===== config.mk =====
export PLATFORM = sky130hd
export DESIGN_NAME = hero_ooc
export DESIGN_NICKNAME = d
export VERILOG_FILES = /design/src/verilog/hero_axi_pkg.sv /design/src/verilog/hero_cfg_pkg.sv /design/src/verilog/hero_mem_if.sv /design/src/verilog/cluster_arbiter.sv /design/src/verilog/cluster_job.sv /design/src/verilog/hero_ooc.sv /design/src/verilog/rab_cfg_regs.sv /design/src/verilog/rab_translate.sv
export SDC_FILE = /design/constraint.sdc
export NUM_CORES = 2
export LEC_CHECK = 0
export BUFFER_PORTS_ARGS = -buffer_cell sky130_fd_sc_hd__clkbuf_2
export CORE_MARGIN = 2
export CORE_UTILIZATION = 62
export DETAILED_ROUTE_END_ITERATION = 6
export PLACE_DENSITY = 0.81
export SYNTH_ARGS = -nofsm -noshare
export SYNTH_HDL_FRONTEND = slang
export SYNTH_SLANG_ARGS = --single-unit

===== constraint.sdc =====
create_clock -name clk_i -period 10.4 [get_ports clk_i]
set_input_delay 3.12 -clock clk_i [delete_from_list [all_inputs] [get_ports clk_i]]
set_output_delay 3.12 -clock clk_i [all_outputs]
set_load 0.1 [all_outputs]

===== src/verilog/hero_axi_pkg.sv =====
`default_nettype none

package hero_axi_pkg;

  // Master port address width, one word
  localparam int unsigned AXI_AW = 32;

  // Configuration port widths
  localparam int unsigned LITE_AW = 32;
  localparam int unsigned LITE_DW = 32;

  typedef logic [1:0] resp_t;

  localparam resp_t RESP_OKAY   = 2'b00;
  localparam resp_t RESP_SLVERR = 2'b10;

  // ID width for a given cluster count, never below one bit
  function automatic int unsigned axi_iw(input int unsigned n_clusters);
    int unsigned w;
    w = $clog2(n_clusters);
    return (w < 1) ? 1 : w;
  endfunction

endpackage

`default_nettype wire


===== src/verilog/hero_cfg_pkg.sv =====
`default_nettype none

package hero_cfg_pkg;

  // One RAB slice, bounds are inclusive
  typedef struct packed {
    logic [31:0] first;
    logic [31:0] last;
    logic [31:0] offset;
    logic        en;
  } rab_slice_t;

  // ~~~~~~~~~~~~~~~~~~~~~~~~~~~~~~~~~~~~~~~~~~~~~~~~~~~~~~~~~
  // Register map
  // ~~~~~~~~~~~~~~~~~~~~~~~~~~~~~~~~~~~~~~~~~~~~~~~~~~~~~~~~~
  localparam int unsigned SLICE_STRIDE = 16;

  localparam logic [3:0] REG_FIRST  = 4'h0;
  localparam logic [3:0] REG_LAST   = 4'h4;
  localparam logic [3:0] REG_OFFSET = 4'h8;
  localparam logic [3:0] REG_EN     = 4'hC;

  // Fixed cluster job
  localparam logic [31:0] JOB_VA_BASE   = 32'h1000_0000;
  localparam logic [31:0] JOB_VA_STRIDE = 32'h100;

endpackage

`default_nettype wire


===== src/verilog/hero_mem_if.sv =====
`default_nettype none

interface hero_mem_if import hero_axi_pkg::*; #(
  parameter int unsigned AXI_DW = 32,
  parameter int unsigned IW     = 1
);

  logic              req_valid;
  logic              req_ready;
  logic              req_write;
  logic [IW-1:0]     req_id;
  logic [AXI_AW-1:0] req_addr;
  logic [AXI_DW-1:0] req_wdata;

  // One-cycle response pulse, never stalled
  logic              rsp_valid;
  logic [IW-1:0]     rsp_id;
  logic [AXI_DW-1:0] rsp_rdata;
  logic              rsp_err;

  modport requester (
    output req_valid, req_write, req_id, req_addr, req_wdata,
    input  req_ready, rsp_valid, rsp_id, rsp_rdata, rsp_err
  );

  modport responder (
    input  req_valid, req_write, req_id, req_addr, req_wdata,
    output req_ready, rsp_valid, rsp_id, rsp_rdata, rsp_err
  );

endinterface

`default_nettype wire


===== src/verilog/cluster_arbiter.sv =====
`default_nettype none

module cluster_arbiter import hero_axi_pkg::*; #(
  parameter int unsigned N_CLUSTERS = 4,
  parameter int unsigned AXI_DW     = 32
) (
  input  logic          clk_i,
  input  logic          rst_n_i,
  hero_mem_if.responder cl [N_CLUSTERS],
  hero_mem_if.requester down
);

  localparam int unsigned IW = axi_iw(N_CLUSTERS);

  logic [N_CLUSTERS-1:0] req_v;
  logic [N_CLUSTERS-1:0] req_wr;
  logic [IW-1:0]         req_id    [N_CLUSTERS];
  logic [AXI_AW-1:0]     req_addr  [N_CLUSTERS];
  logic [AXI_DW-1:0]     req_wdata [N_CLUSTERS];
  logic [IW-1:0]         rr_q;
  logic [IW-1:0]         gnt_idx;
  logic                  gnt_found;

  for (genvar i = 0; i < N_CLUSTERS; i++) begin : g_cl
    assign req_v[i]     = cl[i].req_valid;
    assign req_wr[i]    = cl[i].req_write;
    assign req_id[i]    = cl[i].req_id;
    assign req_addr[i]  = cl[i].req_addr;
    assign req_wdata[i] = cl[i].req_wdata;

    assign cl[i].req_ready = down.req_ready && gnt_found && (gnt_idx == IW'(i));

    // Responses go to every cluster, only the owner sees valid
    assign cl[i].rsp_valid = down.rsp_valid && (down.rsp_id == IW'(i));
    assign cl[i].rsp_id    = down.rsp_id;
    assign cl[i].rsp_rdata = down.rsp_rdata;
    assign cl[i].rsp_err   = down.rsp_err;
  end

  // First valid request at or after the pointer
  always_comb begin
    logic [IW-1:0] idx;
    gnt_found = 1'b0;
    gnt_idx   = '0;
    for (int unsigned k = 0; k < N_CLUSTERS; k++) begin
      idx = IW'((32'(rr_q) + k) % N_CLUSTERS);
      if (!gnt_found && req_v[idx]) begin
        gnt_found = 1'b1;
        gnt_idx   = idx;
      end
    end
  end

  always_ff @(posedge clk_i) begin
    if (!rst_n_i) begin
      rr_q <= '0;
    end else if (gnt_found && down.req_ready) begin
      rr_q <= (gnt_idx == IW'(N_CLUSTERS - 1)) ? '0 : gnt_idx + 1'b1;
    end
  end

  assign down.req_valid = gnt_found;
  assign down.req_write = req_wr[gnt_idx];
  assign down.req_id    = req_id[gnt_idx];
  assign down.req_addr  = req_addr[gnt_idx];
  assign down.req_wdata = req_wdata[gnt_idx];

endmodule

`default_nettype wire


===== src/verilog/cluster_job.sv =====
`default_nettype none

module cluster_job import hero_axi_pkg::*, hero_cfg_pkg::*; #(
  parameter int unsigned AXI_DW = 32,
  parameter int unsigned CL_IDX = 0
) (
  input  logic          clk_i,
  input  logic          rst_n_i,
  input  logic          fetch_en_i,
  output logic          busy_o,
  output logic          eoc_o,
  hero_mem_if.requester mem
);

  localparam int unsigned IW = $bits(mem.req_id);
  localparam logic [AXI_AW-1:0] VA = JOB_VA_BASE + CL_IDX * JOB_VA_STRIDE;

  typedef enum logic [2:0] {
    S_IDLE,
    S_READ,
    S_WAIT_RD,
    S_WRITE,
    S_WAIT_WR,
    S_DONE,
    S_REARM
  } state_e;

  state_e            state_q;
  logic [AXI_DW-1:0] wdata_q;

  always_ff @(posedge clk_i) begin
    if (!rst_n_i) begin
      state_q <= S_IDLE;
    end else begin
      case (state_q)
        S_IDLE: begin
          if (fetch_en_i) state_q <= S_READ;
        end
        S_READ: begin
          if (mem.req_ready) state_q <= S_WAIT_RD;
        end
        S_WAIT_RD: begin
          // A failed read ends the job without a write
          if (mem.rsp_valid) state_q <= mem.rsp_err ? S_DONE : S_WRITE;
        end
        S_WRITE: begin
          if (mem.req_ready) state_q <= S_WAIT_WR;
        end
        S_WAIT_WR: begin
          if (mem.rsp_valid) state_q <= S_DONE;
        end
        S_DONE: begin
          state_q <= S_REARM;
        end
        default: begin
          // Wait for fetch enable to drop before the next run
          if (!fetch_en_i) state_q <= S_IDLE;
        end
      endcase
    end
  end

  always_ff @(posedge clk_i) begin
    if (state_q == S_WAIT_RD && mem.rsp_valid) begin
      wdata_q <= mem.rsp_rdata + AXI_DW'(CL_IDX + 1);
    end
  end

  assign mem.req_valid = (state_q == S_READ) || (state_q == S_WRITE);
  assign mem.req_write = (state_q == S_WRITE);
  assign mem.req_id    = IW'(CL_IDX);
  assign mem.req_addr  = mem.req_write ? VA + 32'd4 : VA;
  assign mem.req_wdata = wdata_q;

  assign busy_o = (state_q == S_READ) || (state_q == S_WAIT_RD) ||
                  (state_q == S_WRITE) || (state_q == S_WAIT_WR);
  assign eoc_o  = (state_q == S_DONE);

endmodule

`default_nettype wire


===== src/verilog/hero_ooc.sv =====
`default_nettype none

module hero_ooc import hero_axi_pkg::*, hero_cfg_pkg::*; #(
  parameter  int unsigned N_CLUSTERS = 4,
  parameter  int unsigned AXI_DW     = 32,
  parameter  int unsigned NUM_SLICES = 4,
  localparam int unsigned IW         = axi_iw(N_CLUSTERS)
) (
  input  logic                  clk_i,
  input  logic                  rst_n_i,

  // Cluster control
  input  logic [N_CLUSTERS-1:0] cl_fetch_en_i,
  output logic [N_CLUSTERS-1:0] cl_eoc_o,
  output logic [N_CLUSTERS-1:0] cl_busy_o,

  // External master port
  output logic [IW-1:0]         mst_aw_id_o,
  output logic [AXI_AW-1:0]     mst_aw_addr_o,
  output logic                  mst_aw_valid_o,
  input  logic                  mst_aw_ready_i,
  output logic [AXI_DW-1:0]     mst_w_data_o,
  output logic                  mst_w_valid_o,
  input  logic                  mst_w_ready_i,
  input  logic [IW-1:0]         mst_b_id_i,
  input  resp_t                 mst_b_resp_i,
  input  logic                  mst_b_valid_i,
  output logic                  mst_b_ready_o,
  output logic [IW-1:0]         mst_ar_id_o,
  output logic [AXI_AW-1:0]     mst_ar_addr_o,
  output logic                  mst_ar_valid_o,
  input  logic                  mst_ar_ready_i,
  input  logic [IW-1:0]         mst_r_id_i,
  input  logic [AXI_DW-1:0]     mst_r_data_i,
  input  resp_t                 mst_r_resp_i,
  input  logic                  mst_r_valid_i,
  output logic                  mst_r_ready_o,

  // RAB configuration port
  input  logic [LITE_AW-1:0]    cfg_aw_addr_i,
  input  logic                  cfg_aw_valid_i,
  output logic                  cfg_aw_ready_o,
  input  logic [LITE_DW-1:0]    cfg_w_data_i,
  input  logic [LITE_DW/8-1:0]  cfg_w_strb_i,
  input  logic                  cfg_w_valid_i,
  output logic                  cfg_w_ready_o,
  output resp_t                 cfg_b_resp_o,
  output logic                  cfg_b_valid_o,
  input  logic                  cfg_b_ready_i,
  input  logic [LITE_AW-1:0]    cfg_ar_addr_i,
  input  logic                  cfg_ar_valid_i,
  output logic                  cfg_ar_ready_o,
  output logic [LITE_DW-1:0]    cfg_r_data_o,
  output resp_t                 cfg_r_resp_o,
  output logic                  cfg_r_valid_o,
  input  logic                  cfg_r_ready_i
);

  hero_mem_if #(.AXI_DW(AXI_DW), .IW(IW)) cl_if [N_CLUSTERS] ();
  hero_mem_if #(.AXI_DW(AXI_DW), .IW(IW)) rab_if ();

  rab_slice_t slices [NUM_SLICES];

  for (genvar c = 0; c < N_CLUSTERS; c++) begin : g_cluster
    cluster_job #(
      .AXI_DW (AXI_DW),
      .CL_IDX (c)
    ) i_job (
      .clk_i,
      .rst_n_i,
      .fetch_en_i (cl_fetch_en_i[c]),
      .busy_o     (cl_busy_o[c]),
      .eoc_o      (cl_eoc_o[c]),
      .mem        (cl_if[c])
    );
  end

  cluster_arbiter #(
    .N_CLUSTERS (N_CLUSTERS),
    .AXI_DW     (AXI_DW)
  ) i_arbiter (
    .clk_i,
    .rst_n_i,
    .cl   (cl_if),
    .down (rab_if)
  );

  rab_cfg_regs #(
    .NUM_SLICES (NUM_SLICES)
  ) i_cfg_regs (
    .clk_i,
    .rst_n_i,
    .cfg_aw_addr_i,
    .cfg_aw_valid_i,
    .cfg_aw_ready_o,
    .cfg_w_data_i,
    .cfg_w_strb_i,
    .cfg_w_valid_i,
    .cfg_w_ready_o,
    .cfg_b_resp_o,
    .cfg_b_valid_o,
    .cfg_b_ready_i,
    .cfg_ar_addr_i,
    .cfg_ar_valid_i,
    .cfg_ar_ready_o,
    .cfg_r_data_o,
    .cfg_r_resp_o,
    .cfg_r_valid_o,
    .cfg_r_ready_i,
    .slices_o (slices)
  );

  rab_translate #(
    .NUM_SLICES (NUM_SLICES),
    .AXI_DW     (AXI_DW),
    .IW         (IW)
  ) i_translate (
    .clk_i,
    .rst_n_i,
    .req      (rab_if),
    .slices_i (slices),
    .mst_aw_id_o,
    .mst_aw_addr_o,
    .mst_aw_valid_o,
    .mst_aw_ready_i,
    .mst_w_data_o,
    .mst_w_valid_o,
    .mst_w_ready_i,
    .mst_b_id_i,
    .mst_b_resp_i,
    .mst_b_valid_i,
    .mst_b_ready_o,
    .mst_ar_id_o,
    .mst_ar_addr_o,
    .mst_ar_valid_o,
    .mst_ar_ready_i,
    .mst_r_id_i,
    .mst_r_data_i,
    .mst_r_resp_i,
    .mst_r_valid_i,
    .mst_r_ready_o
  );

endmodule

`default_nettype wire


===== src/verilog/rab_cfg_regs.sv =====
`default_nettype none

module rab_cfg_regs import hero_axi_pkg::*, hero_cfg_pkg::*; #(
  parameter int unsigned NUM_SLICES = 4
) (
  input  logic                 clk_i,
  input  logic                 rst_n_i,
  input  logic [LITE_AW-1:0]   cfg_aw_addr_i,
  input  logic                 cfg_aw_valid_i,
  output logic                 cfg_aw_ready_o,
  input  logic [LITE_DW-1:0]   cfg_w_data_i,
  input  logic [LITE_DW/8-1:0] cfg_w_strb_i,
  input  logic                 cfg_w_valid_i,
  output logic                 cfg_w_ready_o,
  output resp_t                cfg_b_resp_o,
  output logic                 cfg_b_valid_o,
  input  logic                 cfg_b_ready_i,
  input  logic [LITE_AW-1:0]   cfg_ar_addr_i,
  input  logic                 cfg_ar_valid_i,
  output logic                 cfg_ar_ready_o,
  output logic [LITE_DW-1:0]   cfg_r_data_o,
  output resp_t                cfg_r_resp_o,
  output logic                 cfg_r_valid_o,
  input  logic                 cfg_r_ready_i,
  output rab_slice_t           slices_o [NUM_SLICES]
);

  localparam int unsigned SW = (NUM_SLICES > 1) ? $clog2(NUM_SLICES) : 1;
  localparam logic [LITE_AW-1:0] CFG_END = LITE_AW'(NUM_SLICES * SLICE_STRIDE);

  rab_slice_t         slices_q [NUM_SLICES];
  logic               b_valid_q;
  logic               r_valid_q;
  resp_t              b_resp_q;
  resp_t              r_resp_q;
  logic [LITE_DW-1:0] r_data_q;
  logic [LITE_DW-1:0] rd_value;
  logic               wr_fire;
  logic               rd_fire;
  logic               wr_in_range;
  logic               rd_in_range;
  logic [SW-1:0]      wr_slice;
  logic [SW-1:0]      rd_slice;

  function automatic logic [LITE_DW-1:0] merge_strb(input logic [LITE_DW-1:0] old_v,
                                                    input logic [LITE_DW-1:0] new_v,
                                                    input logic [LITE_DW/8-1:0] strb);
    logic [LITE_DW-1:0] res;
    res = old_v;
    for (int b = 0; b < LITE_DW / 8; b++) begin
      if (strb[b]) res[8*b +: 8] = new_v[8*b +: 8];
    end
    return res;
  endfunction

  // AW and W are taken together, one write in flight
  assign wr_fire     = cfg_aw_valid_i && cfg_w_valid_i && !b_valid_q;
  assign rd_fire     = cfg_ar_valid_i && !r_valid_q;
  assign wr_in_range = cfg_aw_addr_i < CFG_END;
  assign rd_in_range = cfg_ar_addr_i < CFG_END;
  assign wr_slice    = cfg_aw_addr_i[SW+3:4];
  assign rd_slice    = cfg_ar_addr_i[SW+3:4];

  always_comb begin
    rd_value = '0;
    if (rd_in_range) begin
      case ({cfg_ar_addr_i[3:2], 2'b00})
        REG_FIRST:  rd_value = slices_q[rd_slice].first;
        REG_LAST:   rd_value = slices_q[rd_slice].last;
        REG_OFFSET: rd_value = slices_q[rd_slice].offset;
        default:    rd_value = {{(LITE_DW-1){1'b0}}, slices_q[rd_slice].en};
      endcase
    end
  end

  always_ff @(posedge clk_i) begin
    if (!rst_n_i) begin
      for (int s = 0; s < NUM_SLICES; s++) slices_q[s] <= '0;
    end else if (wr_fire && wr_in_range) begin
      case ({cfg_aw_addr_i[3:2], 2'b00})
        REG_FIRST: slices_q[wr_slice].first <=
            merge_strb(slices_q[wr_slice].first, cfg_w_data_i, cfg_w_strb_i);
        REG_LAST: slices_q[wr_slice].last <=
            merge_strb(slices_q[wr_slice].last, cfg_w_data_i, cfg_w_strb_i);
        REG_OFFSET: slices_q[wr_slice].offset <=
            merge_strb(slices_q[wr_slice].offset, cfg_w_data_i, cfg_w_strb_i);
        default: begin
          if (cfg_w_strb_i[0]) slices_q[wr_slice].en <= cfg_w_data_i[0];
        end
      endcase
    end
  end

  // ~~~~~~~~~~~~~~~~~~~~~~~~~~~~~~~~~~~~~~~~~~~~~~~~~~~~~~~~~
  // B and R responses
  // ~~~~~~~~~~~~~~~~~~~~~~~~~~~~~~~~~~~~~~~~~~~~~~~~~~~~~~~~~
  always_ff @(posedge clk_i) begin
    if (!rst_n_i) begin
      b_valid_q <= 1'b0;
      r_valid_q <= 1'b0;
    end else begin
      if (wr_fire) b_valid_q <= 1'b1;
      else if (cfg_b_ready_i) b_valid_q <= 1'b0;
      if (rd_fire) r_valid_q <= 1'b1;
      else if (cfg_r_ready_i) r_valid_q <= 1'b0;
    end
  end

  always_ff @(posedge clk_i) begin
    if (wr_fire) b_resp_q <= wr_in_range ? RESP_OKAY : RESP_SLVERR;
    if (rd_fire) begin
      r_resp_q <= rd_in_range ? RESP_OKAY : RESP_SLVERR;
      r_data_q <= rd_value;
    end
  end

  assign cfg_aw_ready_o = wr_fire;
  assign cfg_w_ready_o  = wr_fire;
  assign cfg_b_valid_o  = b_valid_q;
  assign cfg_b_resp_o   = b_resp_q;
  assign cfg_ar_ready_o = !r_valid_q;
  assign cfg_r_valid_o  = r_valid_q;
  assign cfg_r_resp_o   = r_resp_q;
  assign cfg_r_data_o   = r_data_q;
  assign slices_o       = slices_q;

endmodule

`default_nettype wire


===== src/verilog/rab_translate.sv =====
`default_nettype none

module rab_translate import hero_axi_pkg::*, hero_cfg_pkg::*; #(
  parameter int unsigned NUM_SLICES = 4,
  parameter int unsigned AXI_DW     = 32,
  parameter int unsigned IW         = 1
) (
  input  logic              clk_i,
  input  logic              rst_n_i,
  hero_mem_if.responder     req,
  input  rab_slice_t        slices_i [NUM_SLICES],
  output logic [IW-1:0]     mst_aw_id_o,
  output logic [AXI_AW-1:0] mst_aw_addr_o,
  output logic              mst_aw_valid_o,
  input  logic              mst_aw_ready_i,
  output logic [AXI_DW-1:0] mst_w_data_o,
  output logic              mst_w_valid_o,
  input  logic              mst_w_ready_i,
  input  logic [IW-1:0]     mst_b_id_i,
  input  resp_t             mst_b_resp_i,
  input  logic              mst_b_valid_i,
  output logic              mst_b_ready_o,
  output logic [IW-1:0]     mst_ar_id_o,
  output logic [AXI_AW-1:0] mst_ar_addr_o,
  output logic              mst_ar_valid_o,
  input  logic              mst_ar_ready_i,
  input  logic [IW-1:0]     mst_r_id_i,
  input  logic [AXI_DW-1:0] mst_r_data_i,
  input  resp_t             mst_r_resp_i,
  input  logic              mst_r_valid_i,
  output logic              mst_r_ready_o
);

  localparam int unsigned NSLOT = 2 ** IW;

  logic              hit;
  logic [AXI_AW-1:0] phys_addr;
  logic              grant;
  logic              ar_valid_q;
  logic              aw_valid_q;
  logic              w_valid_q;
  logic              miss_q;
  logic [IW-1:0]     id_q;
  logic [AXI_AW-1:0] addr_q;
  logic [AXI_DW-1:0] wdata_q;
  logic [NSLOT-1:0]  in_v;
  logic [NSLOT-1:0]  in_err;
  logic [NSLOT-1:0]  cand;
  logic [NSLOT-1:0]  pend_q;
  logic [NSLOT-1:0]  perr_q;
  logic [AXI_DW-1:0] pdata_q [NSLOT];
  logic [IW-1:0]     sel;

  // Descending scan so the lowest hitting slice wins
  always_comb begin
    hit       = 1'b0;
    phys_addr = '0;
    for (int s = NUM_SLICES - 1; s >= 0; s--) begin
      if (slices_i[s].en && req.req_addr >= slices_i[s].first &&
          req.req_addr <= slices_i[s].last) begin
        hit       = 1'b1;
        phys_addr = req.req_addr - slices_i[s].first + slices_i[s].offset;
      end
    end
  end

  assign req.req_ready = !(ar_valid_q || aw_valid_q || w_valid_q);
  assign grant         = req.req_valid && req.req_ready;

  always_ff @(posedge clk_i) begin
    if (!rst_n_i) begin
      ar_valid_q <= 1'b0;
      aw_valid_q <= 1'b0;
      w_valid_q  <= 1'b0;
      miss_q     <= 1'b0;
    end else begin
      miss_q <= grant && !hit;
      if (grant && hit && !req.req_write) ar_valid_q <= 1'b1;
      else if (mst_ar_ready_i) ar_valid_q <= 1'b0;
      if (grant && hit && req.req_write) aw_valid_q <= 1'b1;
      else if (mst_aw_ready_i) aw_valid_q <= 1'b0;
      if (grant && hit && req.req_write) w_valid_q <= 1'b1;
      else if (mst_w_ready_i) w_valid_q <= 1'b0;
    end
  end

  // The ID also tags the miss error in the next cycle
  always_ff @(posedge clk_i) begin
    if (grant) begin
      id_q    <= req.req_id;
      addr_q  <= phys_addr;
      wdata_q <= req.req_wdata;
    end
  end

  // ~~~~~~~~~~~~~~~~~~~~~~~~~~~~~~~~~~~~~~~~~~~~~~~~~~~~~~~~~
  // Response merge, one slot per ID
  // ~~~~~~~~~~~~~~~~~~~~~~~~~~~~~~~~~~~~~~~~~~~~~~~~~~~~~~~~~
  always_comb begin
    in_v   = '0;
    in_err = '0;
    if (mst_r_valid_i) begin
      in_v[mst_r_id_i]   = 1'b1;
      in_err[mst_r_id_i] = (mst_r_resp_i != RESP_OKAY);
    end
    if (mst_b_valid_i) begin
      in_v[mst_b_id_i]   = 1'b1;
      in_err[mst_b_id_i] = (mst_b_resp_i != RESP_OKAY);
    end
    if (miss_q) begin
      in_v[id_q]   = 1'b1;
      in_err[id_q] = 1'b1;
    end
    cand = pend_q | in_v;
    sel  = '0;
    for (int k = NSLOT - 1; k >= 0; k--) begin
      if (cand[k]) sel = IW'(k);
    end
  end

  // Colliding responses wait a few cycles in their slot
  always_ff @(posedge clk_i) begin
    if (!rst_n_i) pend_q <= '0;
    else pend_q <= cand & ~(NSLOT'(1) << sel);
  end

  always_ff @(posedge clk_i) begin
    for (int k = 0; k < NSLOT; k++) begin
      if (in_v[k] && !pend_q[k]) begin
        pdata_q[k] <= mst_r_data_i;
        perr_q[k]  <= in_err[k];
      end
    end
  end

  assign req.rsp_valid = |cand;
  assign req.rsp_id    = sel;
  assign req.rsp_rdata = pend_q[sel] ? pdata_q[sel] : mst_r_data_i;
  assign req.rsp_err   = pend_q[sel] ? perr_q[sel] : in_err[sel];

  assign mst_ar_id_o    = id_q;
  assign mst_ar_addr_o  = addr_q;
  assign mst_ar_valid_o = ar_valid_q;
  assign mst_aw_id_o    = id_q;
  assign mst_aw_addr_o  = addr_q;
  assign mst_aw_valid_o = aw_valid_q;
  assign mst_w_data_o   = wdata_q;
  assign mst_w_valid_o  = w_valid_q;
  assign mst_b_ready_o  = 1'b1;
  assign mst_r_ready_o  = 1'b1;

endmodule

`default_nettype wire

* Word-level counts from Yosys, hierarchy flattened
Memories as Yosys holds them, arrays and structs flattened.
Cells that the tools add are included.
** Word-level totals
- Register bits :: 646
- Latch bits :: 0
- Bits in writable memories :: 128
- Memory bits (read-only) :: 0
- Bits of input ports :: 156
- Logic and storage cells :: 425
- Memories :: 1
** Memories
- i_translate.pdata_q :: words 4, bits a word 32, read ports 1, clocked after Yosys merged registers in 0, write ports 4, RTL line rab_translate.sv:51 : logic [AXI_DW-1:0] pdata_q [NSLOT];
** Cells by class
- $add $sub $neg :: 16
- $mul :: 0
- Div/mod/pow operators :: 0
- Magnitude comparators :: 26
- Equality and inequality tests :: 54
- Shifts and indexed selects :: 1
- Multiplexer cells :: 183
- Bitwise logic cells :: 10
- Reductions and logical operators :: 92
** Operator list (count)
- 388-bit bitwise mux :: 4
- 388-bit one-hot mux with 3 select lines :: 1
- 97-bit demux with 2-bit select :: 4
- 97-bit two-way mux :: 5
- 97-bit binary-select mux with 2-bit select :: 2
- 388-bit two-way mux :: 1
- 8-bit two-way mux :: 48
- 32-bit two-way mux :: 9
- 32-bit adder :: 4
- 32-bit binary-select mux with 2-bit select :: 2
- 32-bit greater-or-equal comparator :: 4
- 32-bit less-or-equal comparator :: 4
- 32-bit subtractor :: 4
- 32-bit one-hot mux with 3 select lines :: 1
- 3-bit two-way mux :: 29
- 3-bit one-hot mux with 6 select lines :: 4
- 65-bit two-way mux :: 1
- 32-bit by 2-bit adder with 32-bit output, second input constant :: 2
- 32-bit by 7-bit < comparator with 1-bit output, second input constant :: 2
- 1-bit logical AND :: 40
- 1-bit two-way mux :: 39
- 33-bit two-way mux :: 1
- 32-bit by 1-bit adder with 32-bit output, second input constant :: 1
- 32-bit by 3-bit adder with 32-bit output, second input constant :: 1
- other kinds (34) :: 169

* Logic depth before layout (Yosys ltp)
- Depth after elaboration :: 28
- Gate-level depth with buffers :: 23

* By module
From an unflattened synthesis, not the netlist that was laid out.
** Second synthesis, totals
- Cells, all modules :: 6140
- Area, all modules :: 58832.7 sq um
** By module, submodules not included
- rab_translate :: instances 1, cells each 2884, area each 25314.3 sq um, sequential area each 6105.9 sq um
- rab_cfg_regs :: instances 1, cells each 2112, area each 21732.1 sq um, sequential area each 8828.5 sq um
- cluster_arbiter :: instances 1, cells each 398, area each 3468.3 sq um, sequential area each 40.0 sq um
- cluster_job at g_cluster[2].i_job :: instances 1, cells each 197, area each 2157.1 sq um, sequential area each 1021.0 sq um
- cluster_job at g_cluster[0].i_job :: instances 1, cells each 184, area each 2075.7 sq um, sequential area each 1021.0 sq um
- cluster_job at g_cluster[1].i_job :: instances 1, cells each 184, area each 2070.7 sq um, sequential area each 1021.0 sq um
- cluster_job at g_cluster[3].i_job :: instances 1, cells each 181, area each 2014.4 sq um, sequential area each 1021.0 sq um

* Least setup slack after synthesis
Ideal clock, no wire load.
- Kind :: input -> register
- Start point :: in mst_b_valid_i
- End point :: reg g_cluster[3].i_job.wdata_q[0] (enable)
- Setup time :: 0.513 ns
- Arrival :: 7.715 ns
- Required time :: 9.887 ns
- Path slack :: 2.171 ns
- Cell stages on the path :: 8
- Buffers on the path :: 3
- Cell sequence :: nand3_1 > and4b_1 > buf_2 > nor2_1 > buf_2 > buf_2 > nand2_1 > nor4b_1
** On the way
- Cells in the longest elaborated chain, start to end :: 11
** RTL lines
- from (decl) :: RTL line hero_ooc.sv:27 : input logic mst_b_valid_i,
- 4-bit two-way mux (*) :: RTL line rab_translate.sv:106 : if (mst_b_valid_i) begin
- 4-bit OR (no source line)
- 4-bit two-way mux (*) :: RTL line rab_translate.sv:110 : if (miss_q) begin
- 4-bit OR (*) :: RTL line rab_translate.sv:114 : cand = pend_q | in_v;
- 2-bit two-way mux (4 in a row) :: RTL line rab_translate.sv:117 : if (cand[k]) sel = IW'(k);
- 2-bit equality test :: RTL line cluster_arbiter.sv:34 : assign cl[i].rsp_valid = down.rsp_valid && (down.rsp_id == IW'(i));
- 1-bit logical AND (*) :: RTL line cluster_arbiter.sv:34
- 1-bit logical AND (*) :: RTL line cluster_job.sv:64 : if (state_q == S_WAIT_RD && mem.rsp_valid) begin
- to (signal assigned) :: RTL line cluster_job.sv:65 : wdata_q <= mem.rsp_rdata + AXI_DW'(CL_IDX + 1);
- to (decl) :: RTL line cluster_job.sv:29 : logic [AXI_DW-1:0] wdata_q;
Every way passes the cells marked *; elsewhere a longest branch is shown, timed or not.
A chain may end at the register's enable or synchronous reset.

* Worst setup path after layout
- Start point :: in mst_r_id_i[1]
- End point :: reg g_cluster[0].i_job.wdata_q[27], data pin
** On the way
- Cells in the longest elaborated chain, start to end :: 18
** RTL lines
- from (decl) :: RTL line hero_ooc.sv:33 : input logic [IW-1:0] mst_r_id_i,
- 2-bit by 3-bit < comparator with 1-bit output (implied by the code) / 2-bit by 1-bit greater-or-equal comparator with 1-bit output (equally long branches) :: RTL line rab_translate.sv:103 : in_v[mst_r_id_i] = 1'b1;
- 1-bit logical AND (implied by the code) :: RTL line rab_translate.sv:103
- 1-bit two-way mux (implied by the code) :: RTL line rab_translate.sv:103
- 1-bit demux with 2-bit select (*)
- 4-bit two-way mux (*) :: RTL line rab_translate.sv:102 : if (mst_r_valid_i) begin
- 4-bit OR (no source line)
- 4-bit two-way mux (*) :: RTL line rab_translate.sv:106
- 4-bit OR (no source line)
- 4-bit two-way mux (*) :: RTL line rab_translate.sv:110
- 4-bit OR (*) :: RTL line rab_translate.sv:114
- 2-bit two-way mux (3 in a row) :: RTL line rab_translate.sv:117
- 2-bit two-way mux (*) :: RTL line rab_translate.sv:117
- 1-bit binary-select mux with 2-bit select :: RTL line rab_translate.sv:138 : assign req.rsp_rdata = pend_q[sel] ? pdata_q[sel] : mst_r_data_i;
- 1-bit two-way mux (implied by the code) :: RTL line rab_translate.sv:138
- 32-bit two-way mux (*) :: RTL line rab_translate.sv:138
- net cl_if[0].rsp_rdata[1] :: RTL line hero_mem_if.sv:18 : logic [AXI_DW-1:0] rsp_rdata;
- 32-bit by 1-bit adder with 32-bit output (*) :: RTL line cluster_job.sv:65
- to (signal assigned) :: RTL line cluster_job.sv:65
- to (decl) :: RTL line cluster_job.sv:29
Mark *: on every way through the listed nets, which the timed path passes. The rest lies on a longest branch. The select of a mux whose other input is x is not followed.

==> results by group <==
Final layout
  – Share of layout cells above drive strength 1: about 15%
  – Final core occ: approximately 70%
  – Synth-to-Final Area Change: 10.39%
  – Nets@finish: around 5300
  – Non-Filler Instances: approximately 6000

Worst setup path
  – Reg2reg start: g_cluster[2].i_job.state_q[0]
  – Critical Path Slowest Stage Cell: or4_4
  – WP data arrival: 8.29 ns
  – Worst setup endpoint: g_cluster[0].i_job.mem.req_wdata[27]
  – R2R Setup Slk: approximately 3.3 ns
  – Worst Setup SP: mst_r_id_i[1]
  – Instance count on the critical path: 15
  – Req. time, crit path: 10.80 ns
  – CP startpoint kind: primary input
  – Kind of critical path: in2reg
  – Crit Reg-Reg Endpoint: i_translate.mst_ar_addr_o[31]
  – Critical-path maximum fanout: 44
  – Buf/Inv on CP: 2
  – Critical path, cell by cell: clkbuf_2, and3b_1, or4_4, a21oi_2, o211ai_2, nand2_4, a21o_1, inv_1, ha_1, nor4b_1, a31oi_1, nor2_1, nand2_1, nor3_1, xnor2_1
  – Worst path max stage delay: between 0.7 and 0.8 ns
  – CP Capture Type: flip-flop
  – Cell depth of the worst flop-to-flop path: 21
  – CP top delay family: simple AND/OR/NAND/NOR gates

Clocking
  – H-tree depth: 3
  – CTS sink cnt: around 770
  – CTS buffer count: 86
  – Post-CTS setup buffers: 0
  – CTS Root Buffer Type: clkbuf_16
  – Post-CTS sizing: 0
  – Worst skew pair latency: approximately 0.69 ns
  – Hold-fix buffers at CTS: 0
  – TritonCTS clock tree: yes
  – Longest Clk Path Bufs: 3
  – Clock slew at reported path FFs: 0.06 ns

Global routing
  – Global-route wire length before repair: around 240000 um
  – Initial antenna violation count: 3
  – Global route overflow: 0
  – Vias in the first global route: a little under 40000
  – Largest net degree at the start of global routing: 120
  – Overall routing resource usage: roughly 39%

Place
  – Port bufs: ~300
  – RD Place Congestion: between 1 and 1.5
  – HPWL Detailed: roughly 110000 um
  – Placed cell count: 5849

STA
  – Min Tclk post-route: approximately 7.9 ns
  – Final setup TNS: 0 ns
  – Worst Skew: roughly 0.052 ns
  – Final setup viols: 0
  – Worst rel slew slack: between 10% and 20%
  – Pin slew with the least headroom to its limit: 1.271 ns
  – Final hold slack: 0.5040 ns
  – F_max: ~130 MHz
  – RSZ-0062 raised after global routing: no
  – Fin crit share: between 70% and 80%
  – Final Hold Fails: 0
  – Slew Viols, Final: 0

Synthesis
  – Yosys reg bits: ~770
  – Top-count cell post-synth: nor2b_1
  – Compound-Gate Fraction of Synth Area: around 17%
  – Post-synth EDFFs: 360
  – Largest family of logic cells by synthesized area: compound AO/OA/AOI/OAI gates
  – Syn Area/Cell: about 10 um^2
  – Async SR Flop Fraction: 0%
  – Distinct cells, synth: 98
  – Yosys warning total: 0
  – Area contributors post-synth: edfxtp_1 23%, dfxtp_1 17%, mux4_2 9.1%, ha_1 7.0%, a22oi_1 6.1%
  – Simple-gate share of the synthesized area: between 15 and 20%
  – Synth area leader: edfxtp_1
  – Seq/Total Area, Yosys: between 30% and 40%
  – Top post-synthesis cells by count: 414 x nor2b_1, 412 x dfxtp_1, 391 x a22oi_1
  – Post-synthesis mux area share: between 10% and 20%
  – Post-synthesis instance area: 48030 um^2
  – Adder-Cell Fraction of Synth Area: between 7 and 8%
  – XOR/XNOR share of the synthesized area: 4.085%
  – Syn Inst Count: approximately 4800
  – Most used DFF post-synth: dfxtp_1
  – Top cell type's share of synthesized area: between 20% and 30%

Hold path
  – Hold WC Path Type: reg2reg

Routing
  – DRC viols: 0
  – Initial detailed-routing violation count: ~5500
  – DRT Pass-1 Iters: 6
  – Vias: 40985
  – Routed wire per std cell: 26.34 um
  – Detailed Route WL: about 160000 um
  – Post-DR vias/cell: approximately 7
  – Remaining antenna violation count: 0

Pwr
  – Part of the power in registers: between 20% and 30%
  – Comb power frac: roughly 48%
  – Final Total Pwr: roughly 14 mW
  – Net Sw Frac: about 45%
  – Worst IR Drop VDD: between 0.4 and 0.5 mV
  – Int Power: 7.528 mW
  – Pwr per Cell Area: about 260 nW/um^2
  – Net Switching: roughly 6 mW
  – Clk pwr share: between 20% and 30%
  – Leak Pwr: between 15 and 20 nW

Floorplan
  – # rows: a little over 100
  – Die X: 282.3 um
  – Initial Util: 62.30%
  – Die Y-Extent: 282.3 um
  – Core ar.: 77080 um^2
  – Ports: between 300 and 400
  – Die area: approximately 80000 um^2

Run status
  – Status: finished, final reports clean

Job
  – Max cap viols: 0
## worst min-delay path, stage by stage, from the launching register on
cell     delay [ns]
dfxtp_1        0.35
a31oi_1        0.05
nor2_1         0.07
## power groups by stage
stage	Sequential, mW	Clock [mW]	Combinational, mW
final	3.78	3.29	6.53
after CTS	3.79	3.30	6.41
after floorplan	4.77	0	4.08
after detailed placement	3.84	0	6.35
after global routing	3.81	3.42	6.92
after global placement	3.84	0	6.26
## metrics by stage
stage	area, um^2	worst slack (ns)
floorplan	48040	2.171
global placement	49980	2.058
detailed placement	49980	2.063
CTS	53010	2.716
global route	53010	2.389
finish	53020	2.514
## how the worst min path moves through the flow
stage / start / endpoint / slack, ns / cells after the start
after floorplan: flip-flop / flip-flop / 0.45 / 2
after global routing: flip-flop / flip-flop / 0.52 / 2
after CTS: flip-flop / flip-flop / 0.51 / 2
after global placement: flip-flop / flip-flop / 0.48 / 2
final: flip-flop / flip-flop / 0.50 / 2
after detailed placement: flip-flop / flip-flop / 0.49 / 2
## logic make-up after synthesis
logic type,Yosys count
xor+xnor,224
simple gates,1409
mux,258
fa+ha+maj,285
compound gates,1159
flops,772
other cells,2
buf+inv,681
## layer usage
| metal | share of wire, % | vias to the layer above | GRT usage (%) |
|---|---|---|---|
| li1 | - | 17834 | - |
| met1 | 33 | 19546 | 45.78 |
| met2 | 45 | 2796 | 60.37 |
| met3 | 9.9 | 807 | 7.814 |
| met4 | 11 | 2 | 37.06 |
| met5 | 0.010 | - | 0 |
## area by class of cell
type | count | area (um^2)
repair buffers | 348 | 1882
multi-input cells | 3340 | 26430
fillers | 5773 | 24070
flip-flops and latches | 772 | 19060
diodes | 2 | 5.005
clock buffers | 109 | 2331
clock inverters | 48 | 703.2
well taps | 1040 | 1301
inverters | 349 | 1310
## layout by cell type (no fill, tap or decap), types with 52 or more instances in the layout
master | Yosys | final
nor2b_1 | 414 | 413
dfxtp_1 | 412 | 412
a22oi_1 | 391 | 391
edfxtp_1 | 360 | 360
inv_1 | 348 | 347
nand2_1 | 354 | 345
clkbuf_2 | 1 | 296
ha_1 | 269 | 269
o21ai_0 | 203 | 202
mux4_2 | 194 | 194
nor2_1 | 192 | 176
xnor2_1 | 154 | 154
a21oi_1 | 138 | 138
clkbuf_16 | 0 | 88
nor3_1 | 80 | 80
xor2_1 | 70 | 70
and3_1 | 61 | 61
mux2i_1 | 60 | 58
a21o_1 | 57 | 57
nor4_1 | 59 | 57
a31oi_1 | 54 | 52
No activity file was read; power rests on OpenSTA's default activity.
